<file path="config.mk">
export PLATFORM = sky130hd
export DESIGN_NAME = mibCounterTop
export DESIGN_NICKNAME = d
export VERILOG_FILES = /design/src/common/mibPkg.sv /design/src/mibRam.sv /design/src/mibArbiter/mibAccessArbiter.sv /design/src/mibTableClear.sv /design/src/mibHostPort.sv /design/src/mibHwUpdate.sv /design/src/mibCounterTop.sv
export SDC_FILE = /design/constraint.sdc
export NUM_CORES = 2
export LEC_CHECK = 0
export BUFFER_PORTS_ARGS = -buffer_cell sky130_fd_sc_hd__buf_2
export CAP_MARGIN = 20
export CORE_ASPECT_RATIO = 0.8
export CORE_MARGIN = 5
export CORE_UTILIZATION = 58
export DETAILED_ROUTE_END_ITERATION = 12
export PLACE_DENSITY_LB_ADDON = 0.05
export SLEW_MARGIN = 20
export SYNTH_ARGS = -nofsm -noshare
export SYNTH_HDL_FRONTEND = slang
export SYNTH_HIERARCHICAL = 1
export SYNTH_SLANG_ARGS = --single-unit
</file>
<file path="constraint.sdc">
create_clock -name macCoreClk -period 6.8 [get_ports macCoreClk]
set_input_delay 0.34 -clock macCoreClk [delete_from_list [all_inputs] [get_ports macCoreClk]]
set_output_delay 0.34 -clock macCoreClk [all_outputs]
set_load 0.02 [all_outputs]
</file>
<file path="src/common/mibPkg.sv">
// MIB counter table definitions

package mibPkg;

  ////////////////////////////////////////
  // widths
  ////////////////////////////////////////

  // counter RAM address, 64 entries max
  localparam int mibAddrWidth = 6;
  // one counter
  localparam int mibDataWidth = 32;
  // host or hw value, zero-extended before use
  localparam int mibValueWidth = 16;

  typedef logic [mibAddrWidth-1:0]  mibAddrT;
  typedef logic [mibDataWidth-1:0]  mibDataT;
  typedef logic [mibValueWidth-1:0] mibValueT;

  ////////////////////////////////////////
  // requester to arbiter
  ////////////////////////////////////////

  // held until grant, dropped the cycle after
  typedef struct packed {
    logic    valid;
    // 0 means read
    logic    write;
    mibAddrT addr;
    mibDataT wrData;
  } mibReqT;

  // done is a one-cycle pulse to the owner only
  typedef struct packed {
    logic    done;
    mibDataT rdData;
  } mibRspT;

  // host command, rd and wr are single-cycle pulses
  typedef struct packed {
    logic     rd;
    logic     wr;
    logic     incrementMode;
    mibAddrT  addr;
    mibValueT value;
  } mibHostCmdT;

  // MAC event, accepted only while hwReady
  typedef struct packed {
    logic     valid;
    mibAddrT  index;
    mibValueT value;
  } mibHwCmdT;

  // owner of the access in flight
  typedef enum logic [1:0] {
    ownerNone,
    ownerClear,
    ownerHost,
    ownerHw
  } mibOwnerT;

endpackage

</file>
<file path="src/mibRam.sv">
// MIB counter RAM
`timescale 1ns/1ps

module mibRam
  import mibPkg::*;
#(
  parameter int tableDepth = 64
)
(
  input  logic    macCoreClk,
  input  logic    ramEn,
  input  logic    ramWr,
  input  mibAddrT ramAddr,
  input  mibDataT ramWrData,
  output mibDataT ramRdData
);

  // counter storage, contents undefined until a table clear
  mibDataT mem [tableDepth];

  // single port, write or read per enabled cycle
  always_ff @(posedge macCoreClk)
  begin
    if (ramEn)
    begin
      if (ramWr)
        mem[ramAddr] <= ramWrData;
      else
        // read data valid the cycle after the command
        ramRdData <= mem[ramAddr];
    end
  end

  // entries above tableDepth do not exist
  addrInRange : assert property (
    @(posedge macCoreClk) ramEn |-> (int'(ramAddr) < tableDepth)
  );

endmodule

</file>
<file path="src/mibArbiter/mibAccessArbiter.sv">
// MIB RAM access arbiter
`timescale 1ns/1ps

module mibAccessArbiter
  import mibPkg::*;
(
  input  logic    macCoreClk,
  input  logic    macCoreClkHardRst_n,
  input  logic    clearing,
  input  mibReqT  clearReq,
  input  mibReqT  hostReq,
  input  mibReqT  hwReq,
  output logic    clearGnt,
  output logic    hostGnt,
  output logic    hwGnt,
  output mibRspT  clearRsp,
  output mibRspT  hostRsp,
  output mibRspT  hwRsp,
  output logic    ramEn,
  output logic    ramWr,
  output mibAddrT ramAddr,
  output mibDataT ramWrData,
  input  mibDataT ramRdData
);

  // stage 1 is the cycle the command sits at the RAM
  // stage 2 is the cycle read data and done come back
  mibOwnerT ownerS1;
  mibOwnerT ownerS2;
  logic     rdS1;
  logic     rdS2;
  // owner that keeps the port one more cycle after its read
  mibOwnerT lockQ;
  mibOwnerT lockOwner;
  mibOwnerT gntOwner;
  mibReqT   selReq;
  logic     idle;
  logic     rmwRead;
  logic     hostAllowed;
  logic     hwAllowed;

  ////////////////////////////////////////
  // grant
  ////////////////////////////////////////

  assign idle = (ownerS1 == ownerNone);

  // a host or hw read is usually the first half of a read-modify-write
  // so the same requester gets the port in the done cycle and the next
  assign rmwRead   = rdS2 && ((ownerS2 == ownerHost) || (ownerS2 == ownerHw));
  assign lockOwner = rmwRead ? ownerS2 : lockQ;

  // clearing masks host and hw
  assign hostAllowed = !clearing &&
                       ((lockOwner == ownerNone) || (lockOwner == ownerHost));
  assign hwAllowed   = !clearing &&
                       ((lockOwner == ownerNone) || (lockOwner == ownerHw));

  // priority clear, host, hw
  assign clearGnt = idle && clearReq.valid;
  assign hostGnt  = idle && !clearReq.valid && hostAllowed && hostReq.valid;
  assign hwGnt    = idle && !clearReq.valid && !hostGnt && hwAllowed && hwReq.valid;

  always_comb
  begin
    gntOwner = ownerNone;
    selReq   = '0;
    if (clearGnt)
    begin
      gntOwner = ownerClear;
      selReq   = clearReq;
    end
    else if (hostGnt)
    begin
      gntOwner = ownerHost;
      selReq   = hostReq;
    end
    else if (hwGnt)
    begin
      gntOwner = ownerHw;
      selReq   = hwReq;
    end
  end

  ////////////////////////////////////////
  // owner pipe and RAM command
  ////////////////////////////////////////

  always_ff @(posedge macCoreClk or negedge macCoreClkHardRst_n)
  begin
    if (!macCoreClkHardRst_n)
    begin
      ownerS1 <= ownerNone;
      ownerS2 <= ownerNone;
      rdS1    <= 1'b0;
      rdS2    <= 1'b0;
      lockQ   <= ownerNone;
      ramEn   <= 1'b0;
      ramWr   <= 1'b0;
    end
    else
    begin
      ownerS1 <= gntOwner;
      rdS1    <= (gntOwner != ownerNone) && !selReq.write;
      ownerS2 <= ownerS1;
      rdS2    <= rdS1;
      // lock lasts one cycle past the done cycle
      lockQ   <= rmwRead ? ownerS2 : ownerNone;
      ramEn   <= (gntOwner != ownerNone);
      ramWr   <= selReq.write;
    end
  end

  // address and data only matter with ramEn
  always_ff @(posedge macCoreClk)
  begin
    if (gntOwner != ownerNone)
    begin
      ramAddr   <= selReq.addr;
      ramWrData <= selReq.wrData;
    end
  end

  // read data broadcast, done steers it
  assign clearRsp = '{done: (ownerS2 == ownerClear), rdData: ramRdData};
  assign hostRsp  = '{done: (ownerS2 == ownerHost),  rdData: ramRdData};
  assign hwRsp    = '{done: (ownerS2 == ownerHw),    rdData: ramRdData};

  gntOneHot : assert property (
    @(posedge macCoreClk) disable iff (!macCoreClkHardRst_n)
    $onehot0({clearGnt, hostGnt, hwGnt})
  );

  // one access in flight, its done two cycles after the grant
  gntSpacing : assert property (
    @(posedge macCoreClk) disable iff (!macCoreClkHardRst_n)
    (clearGnt || hostGnt || hwGnt) |=> !(clearGnt || hostGnt || hwGnt)
  );

endmodule

</file>
<file path="src/mibTableClear.sv">
// MIB table clear sweep
`timescale 1ns/1ps

module mibTableClear
  import mibPkg::*;
#(
  parameter int tableDepth = 64
)
(
  input  logic   macCoreClk,
  input  logic   macCoreClkHardRst_n,
  input  logic   mibTableReset,
  output mibReqT clearReq,
  input  logic   clearGnt,
  input  mibRspT clearRsp,
  output logic   tableClearing,
  output logic   mibTableResetDone
);

  // last entry of the sweep
  localparam mibAddrT lastAddr = mibAddrT'(tableDepth - 1);

  mibAddrT clrAddr;
  logic    reqValid;
  logic    resetQ;
  logic    startClear;

  // rising edge of the host bit, ignored while a sweep runs
  assign startClear = mibTableReset && !resetQ && !tableClearing;

  always_ff @(posedge macCoreClk or negedge macCoreClkHardRst_n)
  begin
    if (!macCoreClkHardRst_n)
    begin
      resetQ            <= 1'b0;
      tableClearing     <= 1'b0;
      mibTableResetDone <= 1'b0;
      reqValid          <= 1'b0;
      clrAddr           <= '0;
    end
    else
    begin
      resetQ            <= mibTableReset;
      mibTableResetDone <= 1'b0;
      if (startClear)
      begin
        tableClearing <= 1'b1;
        clrAddr       <= '0;
        reqValid      <= 1'b1;
      end
      else if (tableClearing)
      begin
        if (clearGnt)
          reqValid <= 1'b0;
        // one zero write per done, then next address
        if (clearRsp.done)
        begin
          if (clrAddr == lastAddr)
          begin
            tableClearing     <= 1'b0;
            mibTableResetDone <= 1'b1;
          end
          else
          begin
            clrAddr  <= clrAddr + mibAddrT'(1);
            reqValid <= 1'b1;
          end
        end
      end
    end
  end

  // always a write of zero
  assign clearReq = '{valid: reqValid, write: 1'b1, addr: clrAddr, wrData: '0};

endmodule

</file>
<file path="src/mibHostPort.sv">
// MIB software access port
`timescale 1ns/1ps

module mibHostPort
  import mibPkg::*;
(
  input  logic       macCoreClk,
  input  logic       macCoreClkHardRst_n,
  input  mibHostCmdT hostCmd,
  output mibReqT     hostReq,
  input  logic       hostGnt,
  input  mibRspT     hostRsp,
  output logic       mibBusy,
  output logic       hostRdValid,
  output mibDataT    hostRdData
);

  typedef enum logic [2:0] {
    stIdle,
    stRead,
    stWrite,
    stIncRead,
    stIncWrite
  } hostStateT;

  hostStateT state;
  logic      reqValid;
  logic      reqWrite;
  mibAddrT   reqAddr;
  mibDataT   reqWrData;
  logic      cmdAccept;

  // commands only taken while idle
  assign cmdAccept = (state == stIdle) && (hostCmd.rd || hostCmd.wr);

  ////////////////////////////////////////
  // sequencer
  ////////////////////////////////////////

  always_ff @(posedge macCoreClk or negedge macCoreClkHardRst_n)
  begin
    if (!macCoreClkHardRst_n)
    begin
      state       <= stIdle;
      reqValid    <= 1'b0;
      reqWrite    <= 1'b0;
      hostRdValid <= 1'b0;
    end
    else
    begin
      hostRdValid <= 1'b0;
      // drop request the cycle after grant
      if (hostGnt)
        reqValid <= 1'b0;
      case (state)
        stIdle:
        begin
          // rd wins if both pulse together
          if (hostCmd.rd)
          begin
            state    <= stRead;
            reqValid <= 1'b1;
            reqWrite <= 1'b0;
          end
          else if (hostCmd.wr)
          begin
            state    <= hostCmd.incrementMode ? stIncRead : stWrite;
            reqValid <= 1'b1;
            reqWrite <= !hostCmd.incrementMode;
          end
        end
        stRead:
          if (hostRsp.done)
          begin
            hostRdValid <= 1'b1;
            state       <= stIdle;
          end
        stIncRead:
          // write back right away, arbiter keeps the port for us
          if (hostRsp.done)
          begin
            state    <= stIncWrite;
            reqValid <= 1'b1;
            reqWrite <= 1'b1;
          end
        stWrite,
        stIncWrite:
          if (hostRsp.done)
            state <= stIdle;
        default:
          state <= stIdle;
      endcase
    end
  end

  // address, write data and read result
  always_ff @(posedge macCoreClk)
  begin
    if (cmdAccept)
    begin
      reqAddr   <= hostCmd.addr;
      // zero-extended value, also the increment operand
      reqWrData <= mibDataT'(hostCmd.value);
    end
    // sum wraps modulo 2^32
    if ((state == stIncRead) && hostRsp.done)
      reqWrData <= hostRsp.rdData + reqWrData;
    if ((state == stRead) && hostRsp.done)
      hostRdData <= hostRsp.rdData;
  end

  assign mibBusy = (state != stIdle);
  assign hostReq = '{valid: reqValid, write: reqWrite, addr: reqAddr, wrData: reqWrData};

  // host must wait for mibBusy low
  noCmdWhileBusy : assert property (
    @(posedge macCoreClk) disable iff (!macCoreClkHardRst_n)
    mibBusy |-> !(hostCmd.rd || hostCmd.wr)
  );

endmodule

</file>
<file path="src/mibHwUpdate.sv">
// MIB hardware counter update
`timescale 1ns/1ps

module mibHwUpdate
  import mibPkg::*;
(
  input  logic     macCoreClk,
  input  logic     macCoreClkHardRst_n,
  input  mibHwCmdT hwCmd,
  output logic     hwReady,
  output mibReqT   hwReq,
  input  logic     hwGnt,
  input  mibRspT   hwRsp
);

  typedef enum logic [1:0] {
    stIdle,
    stRead,
    stWrite
  } hwStateT;

  hwStateT state;
  logic    reqValid;
  logic    reqWrite;
  mibAddrT reqAddr;
  mibDataT reqWrData;
  logic    capture;

  // one-entry capture, commands while busy are dropped
  assign capture = hwCmd.valid && hwReady;

  ////////////////////////////////////////
  // read then write back
  ////////////////////////////////////////

  always_ff @(posedge macCoreClk or negedge macCoreClkHardRst_n)
  begin
    if (!macCoreClkHardRst_n)
    begin
      state    <= stIdle;
      reqValid <= 1'b0;
      reqWrite <= 1'b0;
    end
    else
    begin
      if (hwGnt)
        reqValid <= 1'b0;
      case (state)
        stIdle:
          if (capture)
          begin
            state    <= stRead;
            reqValid <= 1'b1;
            reqWrite <= 1'b0;
          end
        stRead:
          if (hwRsp.done)
          begin
            state    <= stWrite;
            reqValid <= 1'b1;
            reqWrite <= 1'b1;
          end
        stWrite:
          // ready again once the sum is in the RAM
          if (hwRsp.done)
            state <= stIdle;
        default:
          state <= stIdle;
      endcase
    end
  end

  always_ff @(posedge macCoreClk)
  begin
    if (capture)
    begin
      reqAddr   <= hwCmd.index;
      reqWrData <= mibDataT'(hwCmd.value);
    end
    // entry plus event value, wraps
    if ((state == stRead) && hwRsp.done)
      reqWrData <= hwRsp.rdData + reqWrData;
  end

  assign hwReady = (state == stIdle);
  assign hwReq   = '{valid: reqValid, write: reqWrite, addr: reqAddr, wrData: reqWrData};

endmodule

</file>
<file path="src/mibCounterTop.sv">
// MIB counter table top level
`timescale 1ns/1ps

module mibCounterTop
  import mibPkg::*;
#(
  parameter int tableDepth = 64
)
(
  input  logic       macCoreClk,
  input  logic       macCoreClkHardRst_n,
  input  mibHostCmdT hostCmd,
  output logic       mibBusy,
  output logic       hostRdValid,
  output mibDataT    hostRdData,
  input  mibHwCmdT   hwCmd,
  output logic       hwReady,
  input  logic       mibTableReset,
  output logic       tableClearing,
  output logic       mibTableResetDone
);

  ////////////////////////////////////////
  // requester side
  ////////////////////////////////////////

  mibReqT  clearReq;
  mibReqT  hostReq;
  mibReqT  hwReq;
  logic    clearGnt;
  logic    hostGnt;
  logic    hwGnt;
  mibRspT  clearRsp;
  mibRspT  hostRsp;
  mibRspT  hwRsp;

  // RAM port
  logic    ramEn;
  logic    ramWr;
  mibAddrT ramAddr;
  mibDataT ramWrData;
  mibDataT ramRdData;

  mibTableClear #(
    .tableDepth (tableDepth)
  ) uTableClear (
    .macCoreClk          (macCoreClk),
    .macCoreClkHardRst_n (macCoreClkHardRst_n),
    .mibTableReset       (mibTableReset),
    .clearReq            (clearReq),
    .clearGnt            (clearGnt),
    .clearRsp            (clearRsp),
    .tableClearing       (tableClearing),
    .mibTableResetDone   (mibTableResetDone)
  );

  mibHostPort uHostPort (
    .macCoreClk          (macCoreClk),
    .macCoreClkHardRst_n (macCoreClkHardRst_n),
    .hostCmd             (hostCmd),
    .hostReq             (hostReq),
    .hostGnt             (hostGnt),
    .hostRsp             (hostRsp),
    .mibBusy             (mibBusy),
    .hostRdValid         (hostRdValid),
    .hostRdData          (hostRdData)
  );

  mibHwUpdate uHwUpdate (
    .macCoreClk          (macCoreClk),
    .macCoreClkHardRst_n (macCoreClkHardRst_n),
    .hwCmd               (hwCmd),
    .hwReady             (hwReady),
    .hwReq               (hwReq),
    .hwGnt               (hwGnt),
    .hwRsp               (hwRsp)
  );

  // clear sweep blocks host and hw through tableClearing
  mibAccessArbiter uAccessArbiter (
    .macCoreClk          (macCoreClk),
    .macCoreClkHardRst_n (macCoreClkHardRst_n),
    .clearing            (tableClearing),
    .clearReq            (clearReq),
    .hostReq             (hostReq),
    .hwReq               (hwReq),
    .clearGnt            (clearGnt),
    .hostGnt             (hostGnt),
    .hwGnt               (hwGnt),
    .clearRsp            (clearRsp),
    .hostRsp             (hostRsp),
    .hwRsp               (hwRsp),
    .ramEn               (ramEn),
    .ramWr               (ramWr),
    .ramAddr             (ramAddr),
    .ramWrData           (ramWrData),
    .ramRdData           (ramRdData)
  );

  mibRam #(
    .tableDepth (tableDepth)
  ) uRam (
    .macCoreClk (macCoreClk),
    .ramEn      (ramEn),
    .ramWr      (ramWr),
    .ramAddr    (ramAddr),
    .ramWrData  (ramWrData),
    .ramRdData  (ramRdData)
  );

endmodule

</file>
# Yosys cells after proc, flatten, opt, wreduce, memory -nomap -nowiden
# Memories as Yosys holds them, arrays and structs flattened. A register that Yosys moved wholly into a read port is not among the register bits.
# Cells that the tools add are included.
# totals
mem_bits_rw	2048
input_bits	51
output_inout_bits	37
memories	1
reg_bits	176
wordCells	157
# classes
n_addsub	3
reduce_logical	47
n_bitwise	1
mux	60
eq_ne	19
# memory_table
memory	depth	word_bits	rd	rd_clocked_by_memory_dff	write_ports	line	text
uRam.mem	64	32	1	1	1	mibRam.sv:19	mibDataT mem [tableDepth];
# op_table
operator	count
$mux 32	4
$mux 39	3
$add 32x32->32	2
$mux 1	31
$mux 6	4
$logic_and 1x1->1	18
$mux 2	8
$reduce_and 3->1	5
$reduce_bool 2->1	7
$mux 3	4
$eq 2x2->1 const B	5
$ne 2x1->1 const B	5
$pmux 3 s3	1
$pmux 1 s2	4
$add 6x1->6 const B	1
$eq 3x2->1 const B	2
$eq 6x6->1 const B	1
$logic_not 1->1	6
$logic_not 2->1	3
$pmux 2 s3	1
$eq 2x1->1 const B	2
$logic_or 1x1->1	4
$eq 3x1->1 const B	1
$eq 3x3->1 const B	1
other kinds (7)	7

# Longest topological paths before layout
# logic_depth
word_depth	18
depth_mapped	12

# Hierarchy
# Netlist, hierarchy kept.
# by_module_without_submodules
mod	cells_each	area_each_um2	instances
mibRam	4436	78496.5	1
mibHostPort	410	4361.7	1
mibHwUpdate	353	3276.9	1
mibAccessArbiter	312	3115.5	1
mibTableClear	87	777.0	1

# Least setup slack after synthesis
# Ideal clock, no wire load.
# synth_path
path_type	register to register
from	reg uAccessArbiter.ramAddr[1]
to	mem uRam/mem[0][0] (netlist name), enable pin
path_slack_ns	2.989
arrival_time_ns	3.389
required_ns	6.379
path_buffers	3
path_stages_with_launch	8
cell_sequence	edfxtp_1 > buf_4 > or2_2 > nor2_1 > clkbuf_1 > clkbuf_1 > nand3_1 > nor2_1
# synth_lines
element	line	text
start, declared	mibAccessArbiter.sv:21	output mibAddrT ramAddr,
start signal, assigned	mibAccessArbiter.sv:119	ramAddr <= selReq.addr;
end, declared	mibRam.sv:19	
# No word-level cell before the write port.

==> impl_metrics.yaml <==
worst_setup_path:
  reg2reg_to: "uRam/ramRdData[13]"
  end_kind: "flop"
  crit_chain: "buf_12 > buf_12 > buf_4 > mux2_2 > a22oi_1 > nor2_1 > a311oi_1 > o221ai_1 > or3_1"
  worstPathRequired_ns: 7.39
  reg2reg_from: "uAccessArbiter/ramAddr[2]"
  crit_buf_inv: 3
  critPathTopFamily: "buffers and inverters"
  crit_slowest_cell: "buf_4"
  r2r_slack_ns: 2.27
  crit_path_start: "uAccessArbiter/ramAddr[2]"
  crit_fanout: 89
  start_kind: "flop"
  crit_arrival_ns: 5.11
  ff2ff_path_depth: 9
  crit_top_cell: "buf_12"
  path_class: "flop to flop"
  critPathMaxStageDelay_ns: 0.60
final_layout:
  drive_gt1_share_pct: 13.05
  final_area_um2: 99930
  final_common_cell: "edfxtp_1"
  layout_common_cells: "2,226 x edfxtp_1, 477 x a22oi_1, 246 x mux2i_1, 239 x o22ai_1"
  area_growth_pct: 11.29
  fin_nets: 5765
  final_core_utilization_pct: 64.76
clocking:
  clk_pin_slew_ns: 0.06
  numCtsBuffers: 209
  clk_latency_ns: 0.85
  cts_sinks: 2256
  cts_root_buf: "clkbuf_16"
  htree_levels: 4
  max-clock-path-buffers: 3
  cts_setup_buffers: 0
  cts_tree: "built"
timing:
  fin_crit_sh_pct: 66.59
  finalMaxSlewViolations: 0
  hold_viol: 0
  final.setup.tns_ns: 0
  slew_headroom_pct: 24.49
  fin_ws_ns: 2.272
  fin_crit_ns: 4.528
  clock.fmax_ghz: 0.2208
  worst_pin_slew_ns: 1.133
  setup_viol: 0
  rsz0062_at_grt: "false"
  finClkSkew_ns: 0.03366
global_routing:
  grt_pass1_vias: 51030
  antenna_found_initial: 22
  grt_max_degree: 108
  grtUsageTotal_pct: 31.82
  grt.overflow.total: 0
  grt_pass1_wl_um: 374900
placed_design:
  place_congestion: 0.8937
  place_area_um2: 92720
  post-place-ws_ns: 2.398
  port_buffers: 87
  hpwl_um: 154700
pwr:
  p_leak_nw: 32.21
  p_per_area_nw_per_um2: 453.9
  peakVddDrop_uv: 388.9
floorplan:
  pin_count: 88
  die_area_um2: 162800
  start_util_pct: 58.19
  row_count: 129
  fp.coreArea_um2: 154300
  die_height_um: 361.9
  die_w_um: 449.9
yosys:
  ys_warn_count: 6
  avgSynthCellArea_um2: 16.13
  synth_cells: 5566
  synth_area_um2: 89790
route:
  drt_iter0_drc: 7881
  wl_um: 263400
  viasPerCell: 6.918
  drc_errors: 0
  detail-route-antenna-nets: 0
  firstDrtPassIters: 6
  num_vias: 54520
  wl_per_cell_um: 33.42
hold_path:
  hold_path.class: "primary input to async pin"
job:
  drv_cap: 0
run_status:
  outcome: "completed"
-- sequential cells by signal (all words and copies together), names as in the netlist, 2 cells and up --
name	cells
uRam/ramRdData	32
uHwUpdate/reqAddr	6
uAccessArbiter/lockQ	2
uAccessArbiter/ownerS1	2
uHwUpdate/state	2
uAccessArbiter/ramWrData	32
uAccessArbiter/ownerS2	2
uHwUpdate/reqWrData	32
uHostPort/reqAddr	6
uTableClear/clrAddr	6
uHostPort/reqWrData	32
uAccessArbiter/ramAddr	6
uHostPort/hostRdData	32
uHostPort/state	3
uRam/mem	2048
-- worst register-to-register path: cells and delay by family (launching register included) --
kind | cells | cell delay, ns
multiplexers | 1 | 0.41
buffers and inverters | 3 | 1.59
AO/OA/AOI/OAI | 3 | 1.20
flip-flops | 1 | 0.44
AND/OR/NAND/NOR | 2 | 0.63
-- power breakdown --
part	switching (mW)	internal [mW]	leakage (nW)	total, mW
Combinational	11.4	4.17	8.51	15.6
Sequential	0.531	17.8	20.5	18.3
Clock	5.09	6.36	3.19	11.5
-- repair_timing --
action / in CTS / in global routing
resized for setup: 0 / 0
hold endpoints to repair: 88 / 0
hold buffers: 51 / 0
-- metrics by stage --
stage	instances	hold WS [ns]	total power [mW]
2_1_floorplan	5597	0.04441	27.43
3_3_place_gp	7410	0.3352	33.52
3_5_place_dp	7415	0.3364	33.66
4_1_cts	7844	0.05775	44.98
5_1_grt	7848	0.1352	46.70
6_report	7881	0.09912	45.36
-- layout make-up --
type | instances | area, µm²
Multi-Input combinational cell | 2824 | 20440
Tap cell | 2030 | 2540
Timing Repair Buffer | 329 | 2597
Antenna cell | 35 | 87.58
Inverter | 29 | 110.1
Sequential cell | 2256 | 67590
Fill cell | 10780 | 54380
Clock inverter | 118 | 1091
Clock buffer | 260 | 5464
-- worst max path at each step --
stage | endpoint | slack (ns) | cells past startpoint
3_5_place_dp | uRam/ramRdData[13] | 2.40 | 9
6_report | uRam/ramRdData[13] | 2.27 | 9
4_1_cts | uRam/ramRdData[13] | 2.38 | 9
5_1_grt | uRam/ramRdData[13] | 2.20 | 9
3_3_place_gp | uRam/ramRdData[13] | 2.34 | 9
2_1_floorplan | uRam/mem[0][0] | 2.99 | 7
-- per-layer routing --
layer  up-vias  track usage, %  wire length (µm)
li1      22770               -                 -
met1     27790           47.86            107800
met2      3508           45.69            113500
met3       447           8.265             32670
met4         8           10.91              9380
met5         -               0                52
Note: power is estimated with default switching activity, not from simulation.
